--- config.mk ---
export PLATFORM = sky130hd
export DESIGN_NAME = issue_stage
export DESIGN_NICKNAME = d
export VERILOG_FILES = /design/src/source/rs_pkg.sv /design/src/source/dispatch_steer.sv /design/src/source/rs_bank.sv /design/src/source/issue_arbiter.sv /design/src/source/issue_stage.sv
export VERILOG_INCLUDE_DIRS = /design/src /design/src/include
export SDC_FILE = /design/constraint.sdc
export NUM_CORES = 1
export LEC_CHECK = 0
export ABC_CLOCK_PERIOD_IN_PS = 10600
export BUFFER_PORTS_ARGS = -buffer_cell sky130_fd_sc_hd__buf_2
export CAP_MARGIN = 10
export CORE_MARGIN = 2
export CORE_UTILIZATION = 62
export CTS_CLUSTER_DIAMETER = 50
export DETAILED_ROUTE_END_ITERATION = 6
export PLACE_DENSITY = 0.9
export SLEW_MARGIN = 5
export SYNTH_ARGS = -nofsm -noshare
export SYNTH_HDL_FRONTEND = slang
export SYNTH_SLANG_ARGS = --single-unit
--- constraint.sdc ---
create_clock -name clk -period 10.6 [get_ports clk]
set_clock_uncertainty 0.15 [all_clocks]
set_input_delay 1.59 -clock clk [delete_from_list [all_inputs] [get_ports clk]]
set_output_delay 1.59 -clock clk [all_outputs]
set_load 0.005 [all_outputs]
--- src/include/rs_consts.svh ---
// Issue stage constants
`ifndef RS_CONSTS_SVH
`define RS_CONSTS_SVH

// Entries per reservation-station bank
`define RS_BANK_ENTRIES 4

// Physical register tag width
`define PREG_TAG_W 6

// ROB index width, giving a 16-entry ROB
`define ROB_IDX_W 4

// Tag broadcasts per cycle on the writeback bus
`define WB_PORTS 2

// Opaque operation word (opcode, immediate and friends)
`define OP_PAYLOAD_W 24

`endif

--- src/source/rs_pkg.sv ---
// Issue stage types
`include "rs_consts.svh"

package rs_pkg;

  // Physical register tag
  typedef logic [`PREG_TAG_W-1:0] preg_tag_t;

  // ROB index with the wrap bit on top
  typedef logic [`ROB_IDX_W:0] rob_age_t;

  // Operation word passed through to the FU
  typedef logic [`OP_PAYLOAD_W-1:0] op_payload_t;

  // Free entries in one bank, 0 up to full
  typedef logic [$clog2(`RS_BANK_ENTRIES + 1)-1:0] rs_cnt_t;

  // ======================================================================
  // Age compare
  // ======================================================================
  // True when age_a was allocated in the ROB before age_b
  function automatic logic age_is_older(input rob_age_t age_a, input rob_age_t age_b);
    logic                  wrap_a;
    logic                  wrap_b;
    logic [`ROB_IDX_W-1:0] idx_a;
    logic [`ROB_IDX_W-1:0] idx_b;
    wrap_a = age_a[`ROB_IDX_W];
    wrap_b = age_b[`ROB_IDX_W];
    idx_a  = age_a[`ROB_IDX_W-1:0];
    idx_b  = age_b[`ROB_IDX_W-1:0];
    if (wrap_a == wrap_b) begin
      return idx_a < idx_b;
    end
    // One side has wrapped, so the larger index is the older one
    return idx_a > idx_b;
  endfunction

endpackage

--- src/source/dispatch_steer.sv ---
// Dispatch bank steering
module dispatch_steer (
  input  logic            disp_valid_i,
  input  rs_pkg::rs_cnt_t free_cnt0_i,
  input  rs_pkg::rs_cnt_t free_cnt1_i,
  output logic            disp_ready_o,
  output logic [1:0]      alloc_o
);

  logic room0;
  logic room1;
  logic pick_bank1;

  // Room left in each bank
  assign room0 = (free_cnt0_i != '0);
  assign room1 = (free_cnt1_i != '0);

  // Emptier bank wins, bank 0 on a tie
  assign pick_bank1 = (free_cnt1_i > free_cnt0_i);

  // Accept while either bank can take one more
  assign disp_ready_o = room0 | room1;

  // ======================================================================
  // Allocate strobes
  // ======================================================================
  // The picked bank always has room when any bank does,
  // since a tie at zero means both are full
  assign alloc_o[0] = disp_valid_i & ~pick_bank1 & room0;
  assign alloc_o[1] = disp_valid_i & pick_bank1 & room1;

  // Every accepted operation lands in exactly one bank, otherwise none
  a_alloc_onehot: assert final ($onehot0(alloc_o) &&
                                ((|alloc_o) == (disp_valid_i & disp_ready_o)))
    else $error("dispatch_steer: transfer not steered to exactly one bank");

endmodule

--- src/source/rs_bank.sv ---
// Reservation-station bank
`include "rs_consts.svh"

module rs_bank (
  input  logic                                 clk,
  input  logic                                 rst_n,
  input  logic                                 flush_i,
  input  logic                                 alloc_i,
  input  rs_pkg::rob_age_t                     disp_age_i,
  input  rs_pkg::op_payload_t                  disp_payload_i,
  input  logic                                 disp_src0_valid_i,
  input  rs_pkg::preg_tag_t                    disp_src0_i,
  input  logic                                 disp_src0_ready_i,
  input  logic                                 disp_src1_valid_i,
  input  rs_pkg::preg_tag_t                    disp_src1_i,
  input  logic                                 disp_src1_ready_i,
  input  rs_pkg::preg_tag_t                    disp_dest_i,
  input  logic [`WB_PORTS-1:0]                 wb_valid_i,
  input  rs_pkg::preg_tag_t [`WB_PORTS-1:0]    wb_tag_i,
  output rs_pkg::rs_cnt_t                      free_cnt_o,
  output logic                                 cand_valid_o,
  output rs_pkg::rob_age_t                     cand_age_o,
  output rs_pkg::op_payload_t                  cand_payload_o,
  output rs_pkg::preg_tag_t                    cand_dest_o,
  input  logic                                 grant_i
);

  import rs_pkg::*;

  localparam int NUM_ENT = `RS_BANK_ENTRIES;
  localparam int IDX_W   = (NUM_ENT > 1) ? $clog2(NUM_ENT) : 1;

  // ======================================================================
  // Entry storage
  // ======================================================================
  logic [NUM_ENT-1:0] ent_valid_q;
  logic [NUM_ENT-1:0] src0_rdy_q;
  logic [NUM_ENT-1:0] src1_rdy_q;
  logic [NUM_ENT-1:0] src0_valid_q;
  logic [NUM_ENT-1:0] src1_valid_q;
  preg_tag_t          src0_tag_q    [NUM_ENT];
  preg_tag_t          src1_tag_q    [NUM_ENT];
  rob_age_t           ent_age_q     [NUM_ENT];
  op_payload_t        ent_payload_q [NUM_ENT];
  preg_tag_t          ent_dest_q    [NUM_ENT];

  logic [IDX_W-1:0]   alloc_idx;
  logic [NUM_ENT-1:0] ent_ready;
  logic               sel_found;
  logic [IDX_W-1:0]   sel_idx;
  rob_age_t           sel_age;

  // Any writeback port carrying this tag
  function automatic logic wb_hit(input preg_tag_t tag);
    logic hit;
    hit = 1'b0;
    for (int p = 0; p < `WB_PORTS; p++) begin
      hit = hit | (wb_valid_i[p] && (wb_tag_i[p] == tag));
    end
    return hit;
  endfunction

  // Lowest free slot and free count
  always_comb begin
    alloc_idx  = '0;
    free_cnt_o = '0;
    for (int i = NUM_ENT - 1; i >= 0; i--) begin
      if (!ent_valid_q[i]) begin
        alloc_idx  = IDX_W'(i);
        free_cnt_o = free_cnt_o + 1'b1;
      end
    end
  end

  // ======================================================================
  // Oldest-ready select
  // ======================================================================
  always_comb begin
    sel_found = 1'b0;
    sel_idx   = '0;
    sel_age   = '0;
    for (int i = 0; i < NUM_ENT; i++) begin
      // Unused sources count as ready
      ent_ready[i] = ent_valid_q[i] &
                     (~src0_valid_q[i] | src0_rdy_q[i]) &
                     (~src1_valid_q[i] | src1_rdy_q[i]);
      if (ent_ready[i] && (!sel_found || age_is_older(ent_age_q[i], sel_age))) begin
        sel_found = 1'b1;
        sel_idx   = IDX_W'(i);
        sel_age   = ent_age_q[i];
      end
    end
  end

  assign cand_valid_o   = sel_found;
  assign cand_age_o     = sel_age;
  assign cand_payload_o = ent_payload_q[sel_idx];
  assign cand_dest_o    = ent_dest_q[sel_idx];

  // Valid and ready bits
  always_ff @(posedge clk or negedge rst_n) begin
    if (!rst_n) begin
      ent_valid_q <= '0;
      src0_rdy_q  <= '0;
      src1_rdy_q  <= '0;
    end else if (flush_i) begin
      ent_valid_q <= '0;
    end else begin
      for (int i = 0; i < NUM_ENT; i++) begin
        if (ent_valid_q[i] && wb_hit(src0_tag_q[i])) begin
          src0_rdy_q[i] <= 1'b1;
        end
        if (ent_valid_q[i] && wb_hit(src1_tag_q[i])) begin
          src1_rdy_q[i] <= 1'b1;
        end
      end
      // Released slot and new slot never coincide
      if (grant_i) begin
        ent_valid_q[sel_idx] <= 1'b0;
      end
      if (alloc_i) begin
        ent_valid_q[alloc_idx] <= 1'b1;
        // Same-cycle broadcast is seen by the new entry
        src0_rdy_q[alloc_idx]  <= disp_src0_ready_i | wb_hit(disp_src0_i);
        src1_rdy_q[alloc_idx]  <= disp_src1_ready_i | wb_hit(disp_src1_i);
      end
    end
  end

  // Entry fields
  always_ff @(posedge clk) begin
    if (alloc_i) begin
      ent_age_q[alloc_idx]     <= disp_age_i;
      ent_payload_q[alloc_idx] <= disp_payload_i;
      ent_dest_q[alloc_idx]    <= disp_dest_i;
      src0_valid_q[alloc_idx]  <= disp_src0_valid_i;
      src0_tag_q[alloc_idx]    <= disp_src0_i;
      src1_valid_q[alloc_idx]  <= disp_src1_valid_i;
      src1_tag_q[alloc_idx]    <= disp_src1_i;
    end
  end

  // Steering must not pick a full bank
  a_no_alloc_full: assert property (@(posedge clk) disable iff (!rst_n)
    alloc_i |-> (free_cnt_o != '0))
    else $error("rs_bank: allocation into a full bank");

  // Arbiter grants only a presented candidate
  a_grant_cand: assert property (@(posedge clk) disable iff (!rst_n)
    grant_i |-> cand_valid_o)
    else $error("rs_bank: grant without candidate");

endmodule

--- src/source/issue_arbiter.sv ---
// Issue arbiter
module issue_arbiter (
  input  logic                cand_valid0_i,
  input  rs_pkg::rob_age_t    cand_age0_i,
  input  rs_pkg::op_payload_t cand_payload0_i,
  input  rs_pkg::preg_tag_t   cand_dest0_i,
  input  logic                cand_valid1_i,
  input  rs_pkg::rob_age_t    cand_age1_i,
  input  rs_pkg::op_payload_t cand_payload1_i,
  input  rs_pkg::preg_tag_t   cand_dest1_i,
  input  logic                fu_ready_i,
  output logic                grant0_o,
  output logic                grant1_o,
  output logic                issue_valid_o,
  output rs_pkg::rob_age_t    issue_age_o,
  output rs_pkg::op_payload_t issue_payload_o,
  output rs_pkg::preg_tag_t   issue_dest_o
);

  import rs_pkg::*;

  logic pick1;

  // ======================================================================
  // Global oldest pick
  // ======================================================================
  // Bank 1 only when it is alone or strictly older
  assign pick1 = cand_valid1_i &
                 (~cand_valid0_i | age_is_older(cand_age1_i, cand_age0_i));

  assign issue_valid_o   = cand_valid0_i | cand_valid1_i;
  assign issue_age_o     = pick1 ? cand_age1_i : cand_age0_i;
  assign issue_payload_o = pick1 ? cand_payload1_i : cand_payload0_i;
  assign issue_dest_o    = pick1 ? cand_dest1_i : cand_dest0_i;

  // Release the entry only when the FU takes it
  assign grant0_o = cand_valid0_i & ~pick1 & fu_ready_i;
  assign grant1_o = pick1 & fu_ready_i;

  // Each FU handshake releases exactly one bank entry
  a_grant_excl: assert final (!(grant0_o && grant1_o) &&
                              ((grant0_o | grant1_o) == (issue_valid_o & fu_ready_i)))
    else $error("issue_arbiter: grants do not match the FU handshake");

endmodule

--- src/source/issue_stage.sv ---
// Integer issue stage
`include "rs_consts.svh"

module issue_stage (
  input  logic                              clk,
  input  logic                              rst_n,
  input  logic                              flush_i,
  input  logic                              disp_valid_i,
  input  rs_pkg::rob_age_t                  disp_age_i,
  input  rs_pkg::op_payload_t               disp_payload_i,
  input  logic                              disp_src0_valid_i,
  input  rs_pkg::preg_tag_t                 disp_src0_i,
  input  logic                              disp_src0_ready_i,
  input  logic                              disp_src1_valid_i,
  input  rs_pkg::preg_tag_t                 disp_src1_i,
  input  logic                              disp_src1_ready_i,
  input  rs_pkg::preg_tag_t                 disp_dest_i,
  output logic                              disp_ready_o,
  input  logic [`WB_PORTS-1:0]              wb_valid_i,
  input  rs_pkg::preg_tag_t [`WB_PORTS-1:0] wb_tag_i,
  output logic                              issue_valid_o,
  output rs_pkg::rob_age_t                  issue_age_o,
  output rs_pkg::op_payload_t               issue_payload_o,
  output rs_pkg::preg_tag_t                 issue_dest_o,
  input  logic                              fu_ready_i
);

  import rs_pkg::*;

  logic [1:0]  alloc;
  rs_cnt_t     free_cnt0;
  rs_cnt_t     free_cnt1;
  logic        cand_valid0;
  logic        cand_valid1;
  rob_age_t    cand_age0;
  rob_age_t    cand_age1;
  op_payload_t cand_payload0;
  op_payload_t cand_payload1;
  preg_tag_t   cand_dest0;
  preg_tag_t   cand_dest1;
  logic        grant0;
  logic        grant1;

  // ======================================================================
  // Steering
  // ======================================================================
  dispatch_steer u_steer (
    .disp_valid_i (disp_valid_i),
    .free_cnt0_i  (free_cnt0),
    .free_cnt1_i  (free_cnt1),
    .disp_ready_o (disp_ready_o),
    .alloc_o      (alloc)
  );

  // ======================================================================
  // Banks
  // ======================================================================
  rs_bank u_bank0 (
    .clk (clk), .rst_n (rst_n), .flush_i (flush_i),
    .alloc_i (alloc[0]),
    .disp_age_i (disp_age_i), .disp_payload_i (disp_payload_i),
    .disp_src0_valid_i (disp_src0_valid_i), .disp_src0_i (disp_src0_i),
    .disp_src0_ready_i (disp_src0_ready_i),
    .disp_src1_valid_i (disp_src1_valid_i), .disp_src1_i (disp_src1_i),
    .disp_src1_ready_i (disp_src1_ready_i), .disp_dest_i (disp_dest_i),
    .wb_valid_i (wb_valid_i), .wb_tag_i (wb_tag_i),
    .free_cnt_o (free_cnt0),
    .cand_valid_o (cand_valid0), .cand_age_o (cand_age0),
    .cand_payload_o (cand_payload0), .cand_dest_o (cand_dest0),
    .grant_i (grant0)
  );

  rs_bank u_bank1 (
    .clk (clk), .rst_n (rst_n), .flush_i (flush_i),
    .alloc_i (alloc[1]),
    .disp_age_i (disp_age_i), .disp_payload_i (disp_payload_i),
    .disp_src0_valid_i (disp_src0_valid_i), .disp_src0_i (disp_src0_i),
    .disp_src0_ready_i (disp_src0_ready_i),
    .disp_src1_valid_i (disp_src1_valid_i), .disp_src1_i (disp_src1_i),
    .disp_src1_ready_i (disp_src1_ready_i), .disp_dest_i (disp_dest_i),
    .wb_valid_i (wb_valid_i), .wb_tag_i (wb_tag_i),
    .free_cnt_o (free_cnt1),
    .cand_valid_o (cand_valid1), .cand_age_o (cand_age1),
    .cand_payload_o (cand_payload1), .cand_dest_o (cand_dest1),
    .grant_i (grant1)
  );

  // Single FU port
  issue_arbiter u_arb (
    .cand_valid0_i   (cand_valid0),
    .cand_age0_i     (cand_age0),
    .cand_payload0_i (cand_payload0),
    .cand_dest0_i    (cand_dest0),
    .cand_valid1_i   (cand_valid1),
    .cand_age1_i     (cand_age1),
    .cand_payload1_i (cand_payload1),
    .cand_dest1_i    (cand_dest1),
    .fu_ready_i      (fu_ready_i),
    .grant0_o        (grant0),
    .grant1_o        (grant1),
    .issue_valid_o   (issue_valid_o),
    .issue_age_o     (issue_age_o),
    .issue_payload_o (issue_payload_o),
    .issue_dest_o    (issue_dest_o)
  );

endmodule

==> Implementation_results.wiki <==
{| class="wikitable"
! Metric !! Value
|-
| Slew @ Worst Pin || 1.357 ns
|-
| Violations in the final reports || setup timing
|-
| Floorplan die area || 34240 µm²
|-
| Result of the run || finished, violations left
|-
| Clk sinks || 416
|-
| Setup TNS after final layout || -19.21 ns
|-
| HPWL Detailed || 31730 µm
|-
| Number of fill cells || 1782
|-
| Total placed instance area || 21210 µm²
|-
| Ratio of total power to cell area || 244.6 nW/µm²
|-
| Fmax || 88.80 MHz
|-
| Wire length per cell || 29.95 µm
|-
| Biggest area contributors in the synthesized netlist || sky130_fd_sc_hd__edfxtp_1, sky130_fd_sc_hd__xnor2_1, sky130_fd_sc_hd__xor2_1
|-
| Reg area || 12370 µm²
|-
| Maximum cell stage delay along the critical path || 0.39 ns
|-
| Async SR Flop Fraction || 5.769%
|-
| Worst EP required || 8.86 ns
|-
| Dominant synthesized flop cell || sky130_fd_sc_hd__edfxtp_1
|-
| Cells after synthesis || 1521
|-
| Die width || 185.0 µm
|-
| Post-synth EDFFs || 392
|-
| Share of final-layout standard cells stronger than drive strength 1 || 27.60%
|-
| Top-area cell type share of the netlist area || 57.92%
|-
| Total power after layout || 5.826 mW
|-
| CTS clk-pin slew, worst paths || 0.07 ns
|-
| Multi-input gate area || 7926 µm²
|-
| Count of buffers from port buffering || 106
|-
| Mean number of vias per cell || 7.177
|-
| Largest fanout on the critical path || 8
|-
| TritonCTS clock tree || yes
|-
| Worst slew slack as a fraction of its limit || 9.211%
|-
| Overall Global Routing Usage || 32.19%
|-
| Final Max Tran Viols || 0
|-
| Setup ws final || -0.6615 ns
|-
| First-pass GRT wire length || 83090 µm
|-
| Number of vias in the routed layout || 15370
|-
| Worst setup path category || reg2out
|-
| Count of placed standard cells in the final layout, fillers left out || 2141
|-
| Arrival @ worst endpoint || 9.52 ns
|-
| Clk_lat worst skew || 0.56 ns
|-
| Clock root buffer || sky130_fd_sc_hd__clkbuf_16
|-
| Clock buffers created by TritonCTS || 44
|-
| Most common library cell in the layout ignoring fill and taps || sky130_fd_sc_hd__edfxtp_1
|-
| Core Footprint || 32370 µm²
|-
| Post-synthesis register bit count || 416
|-
| Worst-path cell with the longest stage delay || sky130_fd_sc_hd__mux2i_1
|-
| P&R area growth vs syn || 17.22%
|-
| Startpoint kind of the worst setup timing path || flop
|-
| Proportion of synthesized chip area in sequential cells || 60.88%
|-
| Chip Height || 185.0 µm
|-
| Detailed router's first-iteration violation count || 2489
|-
| Via count of the first global-routing pass || 14860
|-
| Post-Syn Area || 20320 µm²
|-
| Maximum buffer depth of the clock tree || 3
|-
| GRT Residual Overflow || 0
|-
| Number of core rows || 66
|-
| Most frequent cells in the layout || sky130_fd_sc_hd__edfxtp_1, sky130_fd_sc_hd__xnor2_1, sky130_fd_sc_hd__xor2_1, sky130_fd_sc_hd__buf_2, sky130_fd_sc_hd__buf_4
|-
| Number of H-tree levels || 2
|-
| Routed wire length || 64120 µm
|-
| Finish-stage setup viols || 35
|-
| Maximum vdd ir drop || 0.0001478 V
|-
| Post-synthesis net count || 1630
|-
| Starting density of the core || 62.78%
|-
| Most area-hungry cell type in the Yosys netlist || sky130_fd_sc_hd__edfxtp_1
|-
| Min cycle time layout || 11.26 ns
|-
| Count of unique library cells instantiated by Yosys || 82
|-
| Routability-driven placement congestion ratio || 0.8760
|-
| Pin count of the biggest net entering global routing || 48
|-
| Post-layout instance area || 23820 µm²
|-
| Kind of end point of the critical path || primary output
|-
| DRC errors left || 0
|-
| Class of the tightest hold or removal check || reg2reg
|-
| Share of the cycle needed by the critical path after routing || 106.2%
|-
| Post-CTS Hold Buffers || 0
|-
| Detail Route Antenna Nets || 0
|-
| Layout Nets || 1781
|-
| Leak || 8.410 nW
|-
| Cell total after placement || 2006
|-
| Number of detailed-routing iterations run before antenna repair || 6
|-
| Hold slack final || 0.4051 ns
|-
| Total of max-cap violations || 0
|-
| Avg Cell Area, Syn || 13.36 µm²
|-
| Number of endpoints with negative hold slack in the final report || 0
|-
| Initial antenna violation count || 0
|-
| Io pins || 107
|-
| Total of warnings raised by yosys || 0
|-
| Antenna fix cells || 0
|}
## where the power goes
| group | switching, mW | total [mW] | internal, mW | leakage, nW |
|---|---|---|---|---|
| Clock | 0.650 | 1.48 | 0.825 | 0.646 |
| Combinational | 1.19 | 1.99 | 0.803 | 3.90 |
| Sequential | 0.176 | 2.36 | 2.18 | 3.87 |
| Total | 2.01 | 5.83 | 3.81 | 8.41 |
## layout make-up
type	instances	area share, %
well taps	442	2.322
clock inverters	15	0.5200
repair buffers	190	5.620
multi-input cells	940	33.27
inverters	80	1.261
clock buffers	58	5.063
flip-flops and latches	416	51.94
## registers in the layout, summed over array words and instances (netlist names), 20 cells and up
register	count
u_bank0.ent_age_q	20
u_bank0.ent_dest_q	24
u_bank0.ent_payload_q	96
u_bank0.src0_tag_q	24
u_bank0.src1_tag_q	24
u_bank1.ent_age_q	20
u_bank1.ent_dest_q	24
u_bank1.ent_payload_q	96
u_bank1.src0_tag_q	24
u_bank1.src1_tag_q	24
## metrics by stage
| stage | utilization [%] | setup slack (ns) |
|---|---|---|
| floorplan | - | 0.6996 |
| global placement | 65.51 | 0.4855 |
| detailed placement | 65.51 | -0.1771 |
| CTS | 70.24 | 0.02339 |
| global route | 73.59 | -0.7667 |
| finish | 73.59 | -0.6615 |
## per-layer routing
layer,share of wire [%],GRT usage [%],wire length (µm)
met2,46,54.55,29640
met4,8.5,16.79,5421
met3,13,7.354,8255
met5,0,0,0
met1,32,38.59,20800
## cell usage after synthesis, types with 4 or more instances
master and count:
sky130_fd_sc_hd__nand3b_1 19, sky130_fd_sc_hd__nor2_1 39, sky130_fd_sc_hd__mux2_2 38, sky130_fd_sc_hd__nand4_1 40, sky130_fd_sc_hd__and2_1 4, sky130_fd_sc_hd__nor2b_1 6, sky130_fd_sc_hd__xnor2_1 114, sky130_fd_sc_hd__a21oi_2 9
sky130_fd_sc_hd__buf_1 12, sky130_fd_sc_hd__a221oi_1 21, sky130_fd_sc_hd__a21oi_1 85, sky130_fd_sc_hd__inv_2 4, sky130_fd_sc_hd__a31oi_1 17, sky130_fd_sc_hd__buf_4 7, sky130_fd_sc_hd__nand2b_1 10, sky130_fd_sc_hd__o21a_1 4
sky130_fd_sc_hd__inv_1 76, sky130_fd_sc_hd__a22oi_1 9, sky130_fd_sc_hd__o211ai_2 10, sky130_fd_sc_hd__and3_1 8, sky130_fd_sc_hd__ha_1 39, sky130_fd_sc_hd__and4_1 18, sky130_fd_sc_hd__a22oi_2 7, sky130_fd_sc_hd__mux2_4 10
sky130_fd_sc_hd__nor3_1 13, sky130_fd_sc_hd__edfxtp_1 392, sky130_fd_sc_hd__a41oi_1 5, sky130_fd_sc_hd__clkbuf_1 51, sky130_fd_sc_hd__a2bb2oi_1 17, sky130_fd_sc_hd__nand2_1 72, sky130_fd_sc_hd__o21ai_1 14, sky130_fd_sc_hd__buf_2 11
sky130_fd_sc_hd__dfrtp_1 24, sky130_fd_sc_hd__nand3_1 24, sky130_fd_sc_hd__xor2_1 110, sky130_fd_sc_hd__mux2i_1 15, sky130_fd_sc_hd__nor4_1 40, sky130_fd_sc_hd__buf_6 4, sky130_fd_sc_hd__o211ai_1 12, sky130_fd_sc_hd__o21ai_0 24
sky130_fd_sc_hd__a21o_1 18, sky130_fd_sc_hd__a41oi_2 12
## cell families (layout without fill, tap and decap cells)
kind of cell | after synthesis | after routing | share of synthesized area (%)
DFF | 416 | 416 | 60.88
and+or+nand+nor | 311 | 316 | 8.521
buffers and inverters | 170 | 343 | 3.799
xor gates and xnor gates | 225 | 225 | 9.789
adders and majority gates | 39 | 39 | 2.401
muxes | 65 | 65 | 3.749
AOI/OAI and AO/OA | 295 | 295 | 10.86
## worst max-delay path, delay by kind of cell (launching register included)
kind                       cells  cell delay [ns]
AOI/OAI and AO/OA             15             2.67
buffers and inverters          9             1.41
adders and majority gates      4             1.17
muxes                          4             1.38
DFF                            1             0.38
and+or+nand+nor               12             1.91
## timing repair
action / CTS / global route
pin swaps: 5 / 40
gates resized for setup: 23 / 118
buffers inserted: 6 / 45
setup endpoints to repair: 35 / 35
cloned: 2 / 9
hold endpoints to repair: 0 / 0
## final timing paths
path | startpoint | end | slack, ns | cells past startpoint
max in group asynchronous | rst_n | u_bank0.ent_valid_q[0] | 9.00 | 1
worst max register to register | u_bank1.src1_valid_q[0] | u_bank0.ent_valid_q[0] | 1.18 | 44
min in group asynchronous | rst_n | u_bank0.ent_valid_q[3] | 0.87 | 1
worst min-delay path | u_bank1.src1_rdy_q[3] | u_bank1.src1_rdy_q[3] | 0.41 | 2
worst max-delay path | u_bank1.src1_valid_q[0] | issue_payload_o[15] | -0.66 | 44
worst min register to register | u_bank1.src1_rdy_q[3] | u_bank1.src1_rdy_q[3] | 0.41 | 2
Power figures use the tool's default switching activity.
